$ cat src/rtl/align_types_pkg.sv
`default_nettype none

package align_types_pkg;

	// image geometry
	localparam int pixel_w = 12;
	localparam int tbl_aw  = 8;

	// edge position or difference of two positions
	typedef logic signed [pixel_w-1:0] pixel_t;

	// pixel-to-step table index
	typedef logic [tbl_aw-1:0] tbl_addr_t;

	// largest index, used for any magnitude beyond the table
	localparam tbl_addr_t tbl_addr_max = '1;

	// edges reported by the camera front end
	typedef enum logic [1:0] {
		edge_lo = 2'd0,
		edge_ro = 2'd1,
		edge_li = 2'd2,
		edge_ri = 2'd3
	} edge_id_e;

endpackage

`default_nettype wire

$ cat src/rtl/motor_pkg.sv
`default_nettype none

package motor_pkg;

	// signed step count, also the axis position
	typedef logic signed [31:0] step_t;

	// step period in clock cycles
	typedef logic [15:0] speed_t;

	// stepper drive states
	typedef enum logic {
		drive_idle = 1'b0,
		drive_run  = 1'b1
	} drive_state_e;

endpackage

`default_nettype wire

$ cat src/rtl/align_ctl.sv
`timescale 1ns/1ps
`default_nettype none

module align_ctl
	import align_types_pkg::*, motor_pkg::*;
#(
	parameter bit l2r = 1'b1
) (
	input  logic      clk,
	input  logic      resetn,
	input  logic      req_go,
	input  logic      req_ecf,
	input  logic      req_dep_img,
	input  logic      req_abs,
	input  pixel_t    req_img_dst,
	input  pixel_t    req_img_tol,
	input  speed_t    req_speed,
	input  step_t     req_step,
	input  logic      img_pulse,
	input  logic      outer_valid,
	input  logic      inner_valid,
	input  pixel_t    lo_y,
	input  pixel_t    ro_y,
	input  pixel_t    li_y,
	input  pixel_t    ri_y,
	input  logic      motor_busy,
	input  logic      dep_busy,
	output tbl_addr_t tbl_rd_addr,
	input  step_t     tbl_rd_data,
	output logic      mv_start,
	output speed_t    mv_speed,
	output step_t     mv_step,
	output logic      mv_abs,
	output logic      exe_done
);

	// busy history, bit 0 current interval, bit 1 last completed one
	logic [1:0] self_hist;
	logic [1:0] dep_hist;
	logic       self_idle;
	logic       dep_idle;

	// pipeline valids
	logic pen_d1;
	logic pen_d2;
	logic pen_d3;
	logic pen_d4;
	logic pen_d5;
	logic pen_d6;

	// pipeline payload
	pixel_t o_diff_d1;
	pixel_t i_diff_d1;
	logic   i_valid_d1;
	pixel_t oi_gap;
	pixel_t ecf_d2;
	pixel_t pos_d3;
	pixel_t err_d4;
	pixel_t mag;
	logic   needback_d5;
	logic   pos_ok_d5;

	// direct mode completion tracking
	logic dir_wait;
	logic dir_seen;

	always_ff @(posedge clk) begin
		if (!resetn) begin
			self_hist <= '0;
			dep_hist  <= '0;
			self_idle <= 1'b0;
			dep_idle  <= 1'b0;
		end else if (img_pulse) begin
			// img_pulse cycle still belongs to the interval that ends here
			self_idle <= ~(self_hist[1] | self_hist[0] | motor_busy);
			dep_idle  <= ~(dep_hist[1] | dep_hist[0] | dep_busy);
			self_hist <= {self_hist[0] | motor_busy, 1'b0};
			dep_hist  <= {dep_hist[0] | dep_busy, 1'b0};
		end else begin
			if (motor_busy)
				self_hist[0] <= 1'b1;
			if (dep_busy)
				dep_hist[0] <= 1'b1;
		end
	end

	always_ff @(posedge clk) begin
		if (!resetn) begin
			pen_d1 <= 1'b0;
			pen_d2 <= 1'b0;
			pen_d3 <= 1'b0;
			pen_d4 <= 1'b0;
			pen_d5 <= 1'b0;
			pen_d6 <= 1'b0;
		end else begin
			pen_d1 <= img_pulse & req_dep_img & outer_valid;
			pen_d2 <= pen_d1;
			pen_d3 <= pen_d2;
			pen_d4 <= pen_d3;
			pen_d5 <= pen_d4;
			pen_d6 <= pen_d5;
		end
	end

	// edge differences, sign follows the measurement direction
	always_ff @(posedge clk) begin
		if (img_pulse) begin
			i_valid_d1 <= inner_valid;
			if (l2r) begin
				o_diff_d1 <= lo_y - ro_y;
				i_diff_d1 <= li_y - ri_y;
			end else begin
				o_diff_d1 <= ro_y - lo_y;
				i_diff_d1 <= ri_y - li_y;
			end
		end
	end

	// eccentricity term, a quarter of the outer to inner gap
	assign oi_gap = o_diff_d1 - i_diff_d1;

	always_ff @(posedge clk) begin
		if (pen_d1)
			ecf_d2 <= oi_gap >>> 2;
		if (pen_d2)
			pos_d3 <= (req_ecf && i_valid_d1) ? i_diff_d1 - ecf_d2 : o_diff_d1;
		if (pen_d3)
			err_d4 <= (pos_d3 > 0) ? pos_d3 - req_img_dst : pos_d3 + req_img_dst;
	end

	assign mag = (err_d4 > 0) ? err_d4 : -err_d4;

	// tolerance and table lookup address
	always_ff @(posedge clk) begin
		if (!resetn) begin
			tbl_rd_addr <= '0;
		end else if (pen_d4) begin
			if ($unsigned(mag) >= 12'(tbl_addr_max))
				tbl_rd_addr <= tbl_addr_max;
			else
				tbl_rd_addr <= mag[7:0];
		end
	end

	always_ff @(posedge clk) begin
		if (pen_d4) begin
			needback_d5 <= (err_d4 <= 0);
			pos_ok_d5   <= (mag < req_img_tol);
		end
	end

	always_ff @(posedge clk) begin
		if (!resetn) begin
			mv_start <= 1'b0;
		end else begin
			mv_start <= 1'b0;
			if (req_dep_img) begin
				if (pen_d6 && self_idle && !pos_ok_d5 && !motor_busy)
					mv_start <= 1'b1;
			end else if (req_go && !motor_busy) begin
				mv_start <= 1'b1;
			end
		end
	end

	// move payload, only sampled with mv_start
	always_ff @(posedge clk) begin
		mv_speed <= req_speed;
		if (req_dep_img) begin
			mv_step <= needback_d5 ? -tbl_rd_data : tbl_rd_data;
			mv_abs  <= 1'b0;
		end else begin
			mv_step <= req_step;
			mv_abs  <= req_abs;
		end
	end

	always_ff @(posedge clk) begin
		if (!resetn) begin
			exe_done <= 1'b0;
			dir_wait <= 1'b0;
			dir_seen <= 1'b0;
		end else if (req_go) begin
			exe_done <= 1'b0;
			dir_wait <= ~req_dep_img;
			dir_seen <= 1'b0;
		end else if (req_dep_img) begin
			if (pen_d6)
				exe_done <= pos_ok_d5 & dep_idle;
		end else if (dir_wait) begin
			// done once the move has been seen and is over
			if (motor_busy) begin
				dir_seen <= 1'b1;
			end else if (dir_seen) begin
				exe_done <= 1'b1;
				dir_wait <= 1'b0;
			end
		end
	end

endmodule

`default_nettype wire

$ cat config.mk
export PLATFORM = sky130hd
export DESIGN_NAME = align_ctl
export DESIGN_NICKNAME = d
export VERILOG_FILES = /design/src/rtl/align_types_pkg.sv /design/src/rtl/motor_pkg.sv /design/src/rtl/align_ctl.sv
export SDC_FILE = /design/constraint.sdc
export NUM_CORES = 1
export LEC_CHECK = 0
export BUFFER_PORTS_ARGS = -buffer_cell sky130_fd_sc_hd__buf_2
export CAP_MARGIN = 5
export CORE_UTILIZATION = 58
export CTS_CLUSTER_DIAMETER = 50
export DETAILED_ROUTE_END_ITERATION = 8
export PLACE_DENSITY_LB_ADDON = 0.12
export SLEW_MARGIN = 20
export SYNTH_ARGS = -nofsm -noshare
export SYNTH_HDL_FRONTEND = slang
export SYNTH_SLANG_ARGS = --single-unit
$ cat constraint.sdc
create_clock -name clk -period 6.68 [get_ports clk]
set_input_delay 1.67 -clock clk [delete_from_list [all_inputs] [get_ports clk]]
set_output_delay 1.67 -clock clk [all_outputs]
set_load 0.005 [all_outputs]
==> key figures, run 1 <==
Clock tree
  • Post-CTS Setup Inserts: 0
  • Number of instances resized during post-cts repair: 0
  • Cts-stage hold buffer count: 0
  • Worst-Skew Late Latency: 0.42 ns
  • CTS Root Buffer Type: clkbuf_16
  • Number of H-tree levels: 4
  • Clock transition at the registers of the reported paths: about 0.060 ns
  • CTS sink count: about 130
  • Clock buffers created by TritonCTS: 17
  • CTS max path bufs: 2
  • CTS tree: built

Global routing
  • Remaining Overflow, GRT: 0
  • Vias in the first global route: 6,560
  • First-pass GRT wire length: 29.4 mm
  • Antenna violations before repair: 1
  • Global routing usage summed across all routing layers: 25.6%
  • Maximum number of pins on one net before global-route repair: between 60 and 70

Placement
  • Post-placement worst setup slack: between 2 and 2.5 ns
  • Standard cell area after detailed placement: approximately 0.0094 sq mm
  • Final weighted congestion in routability-driven placement: about 0.86
  • Dpl cells: roughly 1,200
  • Port Buffer Count: between 200 and 250
  • Sum of net half-perimeters after detailed placement: about 14 mm

Routing
  • Total DRC errors in the routed layout: 0
  • Detail Route Antenna Nets: 0
  • Initial detailed-routing violation count: 370
  • Routed Wire Length: ~18 mm
  • Number of detailed-route iterations in the first pass: 5
  • Via Count: a little under 7,000
  • Routed WL per cell: about 14 um
  • Via-to-Cell Ratio: around 5.5

Setup path
  • R2R setup slack: 2.73 ns
  • Family of cells with the greatest summed delay on the critical path: compound AO/OA/AOI/OAI gates
  • Crit-path max FO: 3
  • Cells traversed along the worst timing path: buf_2 -> inv_1 -> ha_1 -> nand2_1 -> o21ai_0 -> fa_1 -> a21o_1 -> a21oi_1 -> a21oi_1 -> or4_1 -> and3_1 -> a311o_1
  • Critical path startpoint category: input pin
  • Cell with the biggest individual delay on the critical path: fa_1
  • Reg2reg start: pos_d3[1]$_DFFE_PP_
  • Arrival time reported for the critical path endpoint: roughly 4.2 ns
  • Worst reg-to-reg path cell count: 11
  • End of the worst register-to-register path: err_d4[10]$_DFFE_PP_
  • Critical path class: input pin to flip-flop
  • Critical Path Sink Type: flip-flop
  • Max incr delay on CP: around 0.5 ns
  • Required time of the critical path: just under 7 ns
  • Most frequent CP cell: a21oi_1
  • Buffer and inverter count on the worst path: 2

Timing
  • Worst clock skew: around 0.0078 ns
  • Number of hold violations in the final report: 0
  • Smallest setup slack after layout: ~2.6 ns
  • Setup repair after global routing missed its margin: false
  • Max Freq: roughly 0.25 GHz
  • Final period utilization: 61.1%
  • Rel. slew slack: approximately a third
  • Post-Route Setup TNS: 0 ns
  • Time the final worst path needs with I/O delays and setup: approximately 4 ns
  • Worst Max-Slew Pin Slew: around 1.0 ns
  • Max Slew Vio Count: 0
  • Final-report setup violation count: 0

Floorplanning
  • Core Region: between 0.01 and 0.015 sq mm
  • Effective utilization at floorplan: 60.3%
  • Number of rows created at floorplan: 42
  • Total die area: 0.0145 sq mm
  • Number of top-level pins: approximately 220
  • Floorplan die width: 120 um
  • Height of the die: 120 um

Synth
  • Mean instance size in the synthesized netlist: 9.50 sq um
  • Main synth FF type: dfxtp_1
  • Post-synthesis instance total: roughly 850
  • Xor and xnor area share after synthesis: between 9 and 10%
  • Synth Register Bits: roughly 130
  • Total number of yosys warnings: 0
  • Adder and majority cell fraction of the synthesized area: between 10% and 20%
  • Summed instance area of the synthesized netlist: 0.00811 sq mm
  • Net count after synthesis: approximately 1,100
  • Portion of netlist area occupied by mux cells: ~1.6%
  • Count of unique library cells instantiated by Yosys: 61
  • Post-synthesis compound-gate area fraction: approximately 17%
  • Share of synthesized cell area in and, or, nand and nor gates: around 16%
  • Cell types occupying the most area after synthesis: edfxtp_1, dfxtp_1, ha_1
  • Biggest area consumer among synthesized cells: edfxtp_1
  • Sequential cell area fraction in the yosys report: between 40% and 50%
  • Number of enable-type register cells in the synthesized netlist: just over 60
  • Share of Yosys cell area claimed by the top area cell type: ~23%
  • Largest family of logic cells by synthesized area: compound AO/OA/AOI/OAI gates
  • Share of flip-flops with an asynchronous set or reset: 0%

Finish
  • Final Non-Filler Cells: roughly 1,300
  • Share of cells above drive strength 1: 25.6%
  • Net count reported at finish: about 1,300
  • Non-Filler Cell Area, Final: 0.00994 sq mm
  • Area delta synth->final: 22.6%

Power and ir drop
  • Cell Pwr Density: about 240 mW/mm^2
  • Total power of the final layout: 0.00237 W
  • Static leakage power: ~4.6 nW
  • Maximum VDD drop: around 0.2 mV

Hold path
  • Tightest Hold Check Type: flip-flop to flip-flop
  • Instance count along the most critical hold path: 1
  • Worst Hold Launch: pen_d5$_SDFF_PN0_
  • Worst Hold Endpoint: pen_d6$_SDFF_PN0_

Job
  • Max-cap check violation count: 0

Run status
  • Status: finished, final reports clean
[synthesized netlist by cell type (19+ instances only)]
master / number
a21oi_1: 62
dfxtp_1: 73
edfxtp_1: 61
ha_1: 68
inv_1: 77
nand2_1: 41
nand2b_1: 19
nor2_1: 74
nor3_1: 22
o21ai_0: 53
xnor2_1: 37
xor2_1: 49
[registers in the layout (all words and copies together), names as in the netlist, 2 cells and up]
register	flops
err_d4	12
dep_hist	2
o_diff_d1	12
i_diff_d1	12
pos_d3	12
tbl_rd_addr	8
mv_step	32
mv_speed	16
self_hist	2
ecf_d2	10
[cell families after synthesis]
family / Yosys count
simple gates: 244
mux: 12
flops: 134
fa+ha+maj: 72
compound gates: 212
buf+inv: 94
xor+xnor: 86
[how the worst max path moves through the flow]
stage	startpoint	to	cells past startpoint
floorplan	req_img_dst[0]	err_d4[10]$_DFFE_PP_	11
finish	req_img_dst[0]	err_d4[10]$_DFFE_PP_	12
CTS	req_img_dst[0]	err_d4[10]$_DFFE_PP_	12
global route	req_img_dst[0]	err_d4[10]$_DFFE_PP_	12
global placement	req_img_dst[0]	err_d4[10]$_DFFE_PP_	12
detailed placement	req_img_dst[0]	err_d4[10]$_DFFE_PP_	12
[through the flow]
| step | hold slack, ns | util [%] |
|---|---|---|
| floorplan | 0.412 | - |
| global placement | 0.416 | 69.7 |
| detailed placement | 0.439 | 69.7 |
| CTS | 0.446 | 73.9 |
| global route | 0.460 | 73.9 |
| finish | 0.442 | 73.9 |
[layer usage]
metal	vias up	routed length (um)	global-route usage (%)
met1	3180	7440	29.2
met4	0	489	10.7
met3	40	934	5.99
met5	-	0	0
li1	3513	-	-
met2	200	9160	45.8
[power by group]
| part | leakage (nW) | switching [W] | internal, W | total, W |
|---|---|---|---|---|
| Combinational | 3.15 | 0.000263 | 0.000244 | 0.000506 |
| Clock | 0.275 | 0.000361 | 0.000528 | 0.000889 |
| Sequential | 1.18 | 0.0000306 | 0.000941 | 0.000971 |
[cell type report]
cell class	count	area, sq um
Tap cell	176	220
Sequential cell	134	3290
Multi-Input combinational cell	626	4460
Timing Repair Buffer	221	1110
Inverter	77	289
Antenna cell	1	2.50
Clock buffer	20	448
Clock inverter	12	118
Fill cell	1034	3510
[worst reg2reg max path: cells and delay by family (launching register included)]
kind            cells  cell delay (ns)
flops               1             0.44
simple gates        4             1.35
fa+ha+maj           1             0.49
compound gates      6             1.42
[cell usage in the layout (no fill, tap or decap), types with 4 or more instances in the layout]
master	Yosys	final
fa_1	4	4
a21o_1	13	13
inv_6	0	4
mux2i_1	5	5
xnor2_1	37	37
a211oi_1	7	7
and2_1	6	6
nand4_1	4	4
clkbuf_16	0	17
o31ai_1	14	14
nor2b_1	14	14
nor2_1	74	74
o211ai_1	4	4
a21oi_1	62	62
nand2b_1	19	19
nand2_1	41	41
o21a_1	14	14
dfxtp_1	73	73
and3_1	4	4
nand3_1	11	11
a21boi_0	4	4
nor3b_1	5	5
edfxtp_1	61	61
nor3_1	22	22
o41ai_1	5	5
ha_1	68	68
or4_1	7	7
xor2_1	49	49
a31oi_1	8	8
inv_1	77	77
or3_1	7	7
mux2_2	6	6
a41oi_1	4	4
o21ai_0	53	53
nor4_1	13	13
buf_2	0	220
Power figures use the tool's default switching activity.
==> inputs of run 2 (changes only) <==
Settings changed: ABC_AREA set to 1, CORE_UTILIZATION 58 to 49.
Clock period 6.68 ns to 3.6 ns, I/O delays scaled along.
==> key figures, run 2 <==
Run status
  • Status: finished, final reports clean

Floorplanning
  • Number of rows created at floorplan: 48 (+14%)
  • Core Region: 0.0174 sq mm (+29%)
  • Floorplan die width: 135 um (+13%)
  • Number of top-level pins: 222 (unchanged)
  • Effective utilization at floorplan: 50.2% (-10 points)
  • Height of the die: 135 um (+13%)
  • Total die area: 0.0183 sq mm (+27%)

Finish
  • Register with the highest flop count: mv_step
  • Commonest non-fill, non-tap cell in the layout: nand2_1
  • Net count reported at finish: 1,578 (+20%)
  • Most frequent cells in the layout: nand2_1, buf_2, inv_1
  • Non-Filler Cell Area, Final: 0.0107 sq mm (+7.5%)
  • Leading registers by flop count: mv_step x32, mv_speed x16
  • Share of cells above drive strength 1: 22.1% (-3.5 points)
  • Number of flip-flops under the largest register name: 32 (unchanged)
  • Number of diodes added for antenna fixing: 0 (-1)
  • Area delta synth->final: 22.6% (about the same)

Clock tree
  • Worst-Skew Late Latency: 0.42 ns (about the same)
  • Number of H-tree levels: 4 (unchanged)
  • Clock transition at the registers of the reported paths: 0.06 ns (about the same)
  • Number of instances resized during post-cts repair: 0 (unchanged)
  • Post-CTS Setup Inserts: 0 (unchanged)
  • CTS sink count: 134 (unchanged)
  • CTS tree: built
  • CTS max path bufs: 2 (unchanged)
  • Cts-stage hold buffer count: 0 (unchanged)
  • CTS Root Buffer Type: clkbuf_16
  • Clock buffers created by TritonCTS: 17 (unchanged)

Timing
  • Post-Route Setup TNS: 0 ns (unchanged)
  • Setup repair after global routing missed its margin: false
  • Final period utilization: roughly 88%
  • Number of hold violations in the final report: 0 (unchanged)
  • Time the final worst path needs with I/O delays and setup: about 3.2 ns
  • Max Freq: 0.316 GHz
  • Final-report setup violation count: 0 (unchanged)
  • Rel. slew slack: 62.7% (+31 points)
  • Worst Max-Slew Pin Slew: 0.559 ns (-0.466 ns)
  • Smallest setup slack after layout: 0.436 ns (-2.16 ns)
  • Max Slew Vio Count: 0 (unchanged)
  • Worst clock skew: 0.00793 ns (+0.000156 ns)

Power and ir drop
  • Internal power summed over all cells: 0.00325 W (+90%)
  • Cell Pwr Density: 426 mW/mm^2 (+79%)
  • Sequential Power Share: 39.8% (-1.3 points)
  • Proportion of total power due to net switching: 28.5% (+0.86 points)
  • Clk pwr share: 38.5% (+1.0 points)
  • Maximum VDD drop: 0.337 mV (+69%)
  • Psw: 0.00130 W (+98%)
  • Comb pwr share: 21.7% (+0.3 points)
  • Static leakage power: 5.49 nW (+19%)

Placement
  • Port Buffer Count: 221 (unchanged)
  • Standard cell area after detailed placement: 0.0101 sq mm (+7.5%)
  • Post-placement worst setup slack: 0.331 ns (-1.88 ns)
  • Final weighted congestion in routability-driven placement: 0.881 (+2.7%)
  • Sum of net half-perimeters after detailed placement: 15.9 mm (+13%)

Synth
  • Post-synthesis instance total: 1,113 (+30%)
  • Count of unique library cells instantiated by Yosys: 52 (-15%)
  • Cell types occupying the most area after synthesis: edfxtp_1, dfxtp_1, nand2_1
  • Synth Register Bits: 134 (unchanged)
  • Cell with the most instances after synthesis: nand2_1
  • Mean instance size in the synthesized netlist: 7.83 sq um (-18%)
  • Main synth FF type: dfxtp_1
  • Number of enable-type register cells in the synthesized netlist: 61 (unchanged)
  • Sequential cell area fraction in the yosys report: 37.8% (-2.8 points)
  • Biggest area consumer among synthesized cells: edfxtp_1
  • Net count after synthesis: 1,348 (+24%)
  • Summed instance area of the synthesized netlist: 0.00871 sq mm (+7.4%)
  • Share of flip-flops with an asynchronous set or reset: 0% (unchanged)
  • Share of Yosys cell area claimed by the top area cell type: 21.0% (-1.6 points)
  • Total number of yosys warnings: 0 (unchanged)
  • Ranking of synthesized cells by instance count: nand2_1, inv_1, nor2_1

Routing
  • Initial detailed-routing violation count: 305 (-18%)
  • Routed WL per cell: 12.4 um (-13%)
  • Detail Route Antenna Nets: 0 (unchanged)
  • Total DRC errors in the routed layout: 0 (unchanged)
  • Via Count: 7,777 (+12%)
  • Via-to-Cell Ratio: 4.92 (-10%)
  • Routed Wire Length: 19.5 mm (+8.4%)
  • Number of detailed-route iterations in the first pass: 7 (+2)

Setup path
  • Critical path class: flip-flop to flip-flop
  • Required time of the critical path: 3.76 ns (-3.09 ns)
  • R2R setup slack: 0.44 ns (-2.29 ns)
  • Critical path startpoint category: flip-flop
  • Worst reg-to-reg path cell count: 13 (+2)
  • Arrival time reported for the critical path endpoint: 3.33 ns (-0.91 ns)
  • End of the worst register-to-register path: err_d4[8]$_DFFE_PP_
  • Reg2reg start: pos_d3[2]$_DFFE_PP_
  • Crit-path max FO: 7 (+4)
  • Critical Path Sink Type: flip-flop

Hold path
  • Worst Hold Launch: pen_d5$_SDFF_PN0_
  • Tightest Hold Check Type: flip-flop to flip-flop
  • Instance count along the most critical hold path: 2 (+1)
  • Worst Hold Endpoint: pen_d6$_SDFF_PN0_

Global routing
  • Maximum number of pins on one net before global-route repair: 34 (-50%)
  • Global routing usage summed across all routing layers: 21.6% (-4.0 points)
  • Vias in the first global route: 7,064 (+7.7%)
  • First-pass GRT wire length: 31.2 mm (+6.4%)
  • Antenna violations before repair: 0 (-1)
  • Remaining Overflow, GRT: 0 (unchanged)

Job
  • Max-cap check violation count: 0 (unchanged)
==> run 2: power by group through the flow <==
| stage | Clock (W) | Sequential [W] | Combinational, W |
|---|---|---|---|
| after floorplan | 0 | 0.00182 | 0.000684 |
| after CTS | 0.00178 | 0.00181 | 0.000993 |
| final | 0.00175 | 0.00181 | 0.000989 |
| after global placement | 0 | 0.00184 | 0.000970 |
| after global routing | 0.00185 | 0.00182 | 0.00113 |
| after detailed placement | 0 | 0.00184 | 0.000985 |
==> run 2: area by class of cell <==
| cell class | instances | area, sq um |
|---|---|---|
| tap | 225 | 282 |
| multi-input combinational | 779 | 4660 |
| sequential | 134 | 3290 |
| timing repair buffer | 225 | 1140 |
| clock buffer | 20 | 500 |
| inverter | 186 | 702 |
| fill | 1594 | 6670 |
| clock inverter | 12 | 109 |
==> run 2: how the worst max path moves through the flow <==
stage                              from                  end  cells after the start
floorplan                req_img_dst[0]  err_d4[9]$_DFFE_PP_                     13
global placement         req_img_dst[0]  err_d4[9]$_DFFE_PP_                     14
detailed placement       req_img_dst[0]  err_d4[9]$_DFFE_PP_                     14
CTS                 pos_d3[0]$_DFFE_PP_  err_d4[9]$_DFFE_PP_                     13
global route        pos_d3[0]$_DFFE_PP_  err_d4[8]$_DFFE_PP_                     13
finish              pos_d3[2]$_DFFE_PP_  err_d4[8]$_DFFE_PP_                     13
==> run 2: stage by stage <==
| step | hold slack [ns] | util (%) | total power (W) | std cells |
|---|---|---|---|---|
| 3_5_place_dp | 0.406 | 58.1 | 0.00283 | 1549 |
| 5_1_grt | 0.451 | 61.6 | 0.00480 | 1581 |
| 2_1_floorplan | 0.390 | - | 0.00251 | 1113 |
| 6_report | 0.425 | 61.6 | 0.00455 | 1581 |
| 4_1_cts | 0.435 | 61.6 | 0.00459 | 1581 |
| 3_3_place_gp | 0.393 | 58.1 | 0.00281 | 1549 |
==> run 2: cell families after synthesis <==
kind of cell	Yosys count	share of synthesized area (%)
AND/OR/NAND/NOR	475	24.7
buffers and inverters	200	8.67
AO/OA/AOI/OAI	154	9.91
adder cells (fa/ha/maj)	72	10.7
XOR/XNOR	78	8.23
flip-flops	134	37.8
==> run 2: worst max-delay path, stage by stage (launching register included) <==
cell	delay (ns)
edfxtp_1	0.41
nor4_1	0.35
nand3_1	0.18
nand2_1	0.23
inv_1	0.14
nand2_1	0.09
xor2_1	0.17
inv_1	0.06
ha_1	0.34
a21oi_1	0.25
o21ai_0	0.15
a21oi_1	0.24
o211ai_1	0.13
xor2_1	0.15
==> run 2: metal layers <==
layer	track usage, %	vias up	share of wire (%)
li1	-	4097	-
met4	8.05	0	2.0
met5	0	-	0
met3	4.49	32	4.4
met2	38.7	177	50
met1	25.3	3471	44
==> inputs of run 3 (changes only) <==
Settings changed: CORE_UTILIZATION 49 to 54, MAX_ROUTING_LAYER set to met4.
Clock period 3.6 ns to 3.4 ns, I/O delays scaled along.
==> key figures, run 3 (synthesized netlist as in run 2, its figures left out) <==
Finish
  • Register with the highest flop count: mv_step
  • Most frequent cells in the layout: nand2_1, buf_2, inv_1
  • Share of cells above drive strength 1: 21.8% (-0.24 points)
  • Leading registers by flop count: mv_step x32, mv_speed x16
  • Number of flip-flops under the largest register name: 32 (unchanged)
  • Share of the core filled with cells in the final layout: 67.3% (+5.8 points)
  • Net count reported at finish: 1,579 (+0.063%)
  • Commonest non-fill, non-tap cell in the layout: nand2_1
  • Area delta synth->final: 22.3%

Timing
  • Max Slew Vio Count: 0 (unchanged)
  • Final period utilization: 90.8% (+2.9 points)
  • Hold_ws: 0.413 ns (-0.0129 ns)
  • Post-Route Setup TNS: 0 ns (unchanged)
  • Max Freq: 0.324 GHz (+2.5%)
  • Setup repair after global routing missed its margin: false
  • Final-report setup violation count: 0 (unchanged)
  • Rel. slew slack: 64.6% (+1.9 points)
  • Number of hold violations in the final report: 0 (unchanged)
  • Worst clock skew: 0.00830 ns (+0.000370 ns)
  • Worst Max-Slew Pin Slew: 0.531 ns (-0.0285 ns)
  • Time the final worst path needs with I/O delays and setup: 3.09 ns (-0.0783 ns)

Setup path
  • Critical Path Sink Type: flip-flop
  • Cell with the biggest individual delay on the critical path: edfxtp_1
  • Arrival time reported for the critical path endpoint: 3.25 ns (-0.08 ns)
  • Max incr delay on CP: 0.44 ns (+0.03 ns)
  • Cells traversed along the worst timing path: nor4_1 -> nand3_1 -> nand2_1 -> inv_1 -> nand2_1 -> xor2_1 -> inv_1 -> ha_1 -> a21oi_1 -> o21ai_0 -> a21oi_1 -> o211ai_1 -> xor2_1
  • Buffer and inverter count on the worst path: 2 (unchanged)
  • Critical path startpoint category: flip-flop
  • Critical path class: flip-flop to flip-flop
  • Required time of the critical path: 3.57 ns (-0.19 ns)
  • Crit-path max FO: 7 (unchanged)
  • Family of cells with the greatest summed delay on the critical path: simple AND/OR/NAND/NOR gates

Floorplanning
  • Effective utilization at floorplan: 55.0% (+4.8 points)
  • Core Region: 0.0158 sq mm (-8.8%)
  • Height of the die: 129 um (-4.7%)
  • Total die area: 0.0166 sq mm (-9.1%)
  • Number of rows created at floorplan: 46 (-4.2%)
  • Floorplan die width: 129 um (-4.7%)
  • Number of top-level pins: 222 (unchanged)

Power and ir drop
  • Comb pwr share: 22.3% (+0.6 points)
  • Proportion of total power due to net switching: 28.6% (+0.11 points)
  • Sequential Power Share: 40.5% (+0.7 points)
  • Clk pwr share: 37.2% (-1.3 points)
  • Maximum VDD drop: 0.382 mV (+14%)
  • Cell Pwr Density: 445 mW/mm^2 (+4.4%)
  • Internal power summed over all cells: 0.00338 W (+3.9%)
  • Static leakage power: 5.47 nW (-0.39%)
  • Total power of the final layout: 0.00474 W (+4.1%)
  • Psw: 0.00136 W (+4.5%)

Routing
  • Detail Route Antenna Nets: 0 (unchanged)
  • Routed WL per cell: 12.5 um (+1.5%)
  • Number of detailed-route iterations in the first pass: 6 (-1)
  • Via Count: 7,875 (+1.3%)
  • Routed Wire Length: 19.7 mm (+1.0%)
  • Initial detailed-routing violation count: 382 (+25%)
  • Via-to-Cell Ratio: 5.00 (+1.7%)
  • Total DRC errors in the routed layout: 0 (unchanged)

Global routing
  • Global routing usage summed across all routing layers: 24.9% (+3.3 points)
  • First-pass GRT wire length: 31.7 mm (+1.6%)
  • Vias in the first global route: 7,188 (+1.8%)
  • Antenna violations before repair: 1 (+1)
  • Maximum number of pins on one net before global-route repair: 31 (-8.8%)
  • Remaining Overflow, GRT: 0 (unchanged)

Hold path
  • Tightest Hold Check Type: flip-flop to flip-flop

Placement
  • Port Buffer Count: 221 (unchanged)
  • Sum of net half-perimeters after detailed placement: 15.8 mm (-0.29%)
  • Final weighted congestion in routability-driven placement: 0.908 (+3.1%)

Clock tree
  • Number of H-tree levels: 4 (unchanged)
  • Clock transition at the registers of the reported paths: 0.06 ns (about the same)
  • CTS max path bufs: 2 (unchanged)
  • CTS tree: built
  • CTS Root Buffer Type: clkbuf_16
  • Worst-Skew Late Latency: 0.43 ns (about the same)
  • Clock buffers created by TritonCTS: 17 (unchanged)
  • CTS sink count: 134 (unchanged)
  • Post-CTS Setup Inserts: 0 (unchanged)

Job
  • Max-cap check violation count: 0 (unchanged)

Run status
  • Status: finished, final reports clean
[run 3: changes by cell type in the layout (fill, tap and decap cells not counted), sizes merged]
cell and change:
buf +1, bufinv -1, clkbuf +2, clkinvlp +2, diode +1, inv -3
[run 3: worst paths after layout]
path | from | end | slack (ns) | cells after the start
min reg2reg | pen_d5$_SDFF_PN0_ | pen_d6$_SDFF_PN0_ | 0.41 | 2
max reg2reg | pos_d3[1]$_DFFE_PP_ | err_d4[8]$_DFFE_PP_ | 0.31 | 13
min | pen_d5$_SDFF_PN0_ | pen_d6$_SDFF_PN0_ | 0.41 | 2
max | pos_d3[1]$_DFFE_PP_ | err_d4[8]$_DFFE_PP_ | 0.31 | 13
[run 3: area by class of cell]
class / instances / area, sq um
timing repair buffer: 226 / 1140
clock buffer: 22 / 518
fill: 1366 / 5170
inverter: 186 / 702
tap: 216 / 270
clock inverter: 10 / 63.8
sequential: 134 / 3290
multi-input combinational: 779 / 4660
antenna: 1 / 2.50
[run 3: tightest hold or removal path: cells and delay by family, from the launching register on]
kind                   cells  cell delay (ns)
AND/OR/NAND/NOR            1             0.05
buffers and inverters      1             0.04
flip-flops                 1             0.30
[run 3: per-stage QoR]
step                      cells  worst slack (ns)  instance area, sq um
after CTS                  1573             0.269                 10700
after global routing       1574            0.0284                 10700
after floorplan            1113             0.541                  8710
after detailed placement   1541             0.172                 10100
final                      1574             0.314                 10700
after global placement     1541             0.230                 10100
[run 3: timing repair]
action | CTS | global route
hold endpoints to repair | 0 | 0
resized for setup | 0 | 1
endpoints found under the setup margin | 0 | 1
hold buffers | 0 | 0
[run 3: power by group through the flow]
stage               Combinational, W  Clock [W]  Sequential [W]
floorplan                   0.000724          0         0.00193
global placement             0.00103          0         0.00195
detailed placement           0.00105          0         0.00195
CTS                          0.00106    0.00178         0.00192
global route                 0.00121    0.00186         0.00193
finish                       0.00106    0.00176         0.00192
[run 3: routing by layer]
metal  track usage (%)  part of all wire (%)  up-vias
met4              8.72                   2.5        0
met3              5.53                   4.7       37
met2              43.6                    50      219
met5                 -                     0        -
li1                  -                     -     4109
met1              28.0                    43     3510
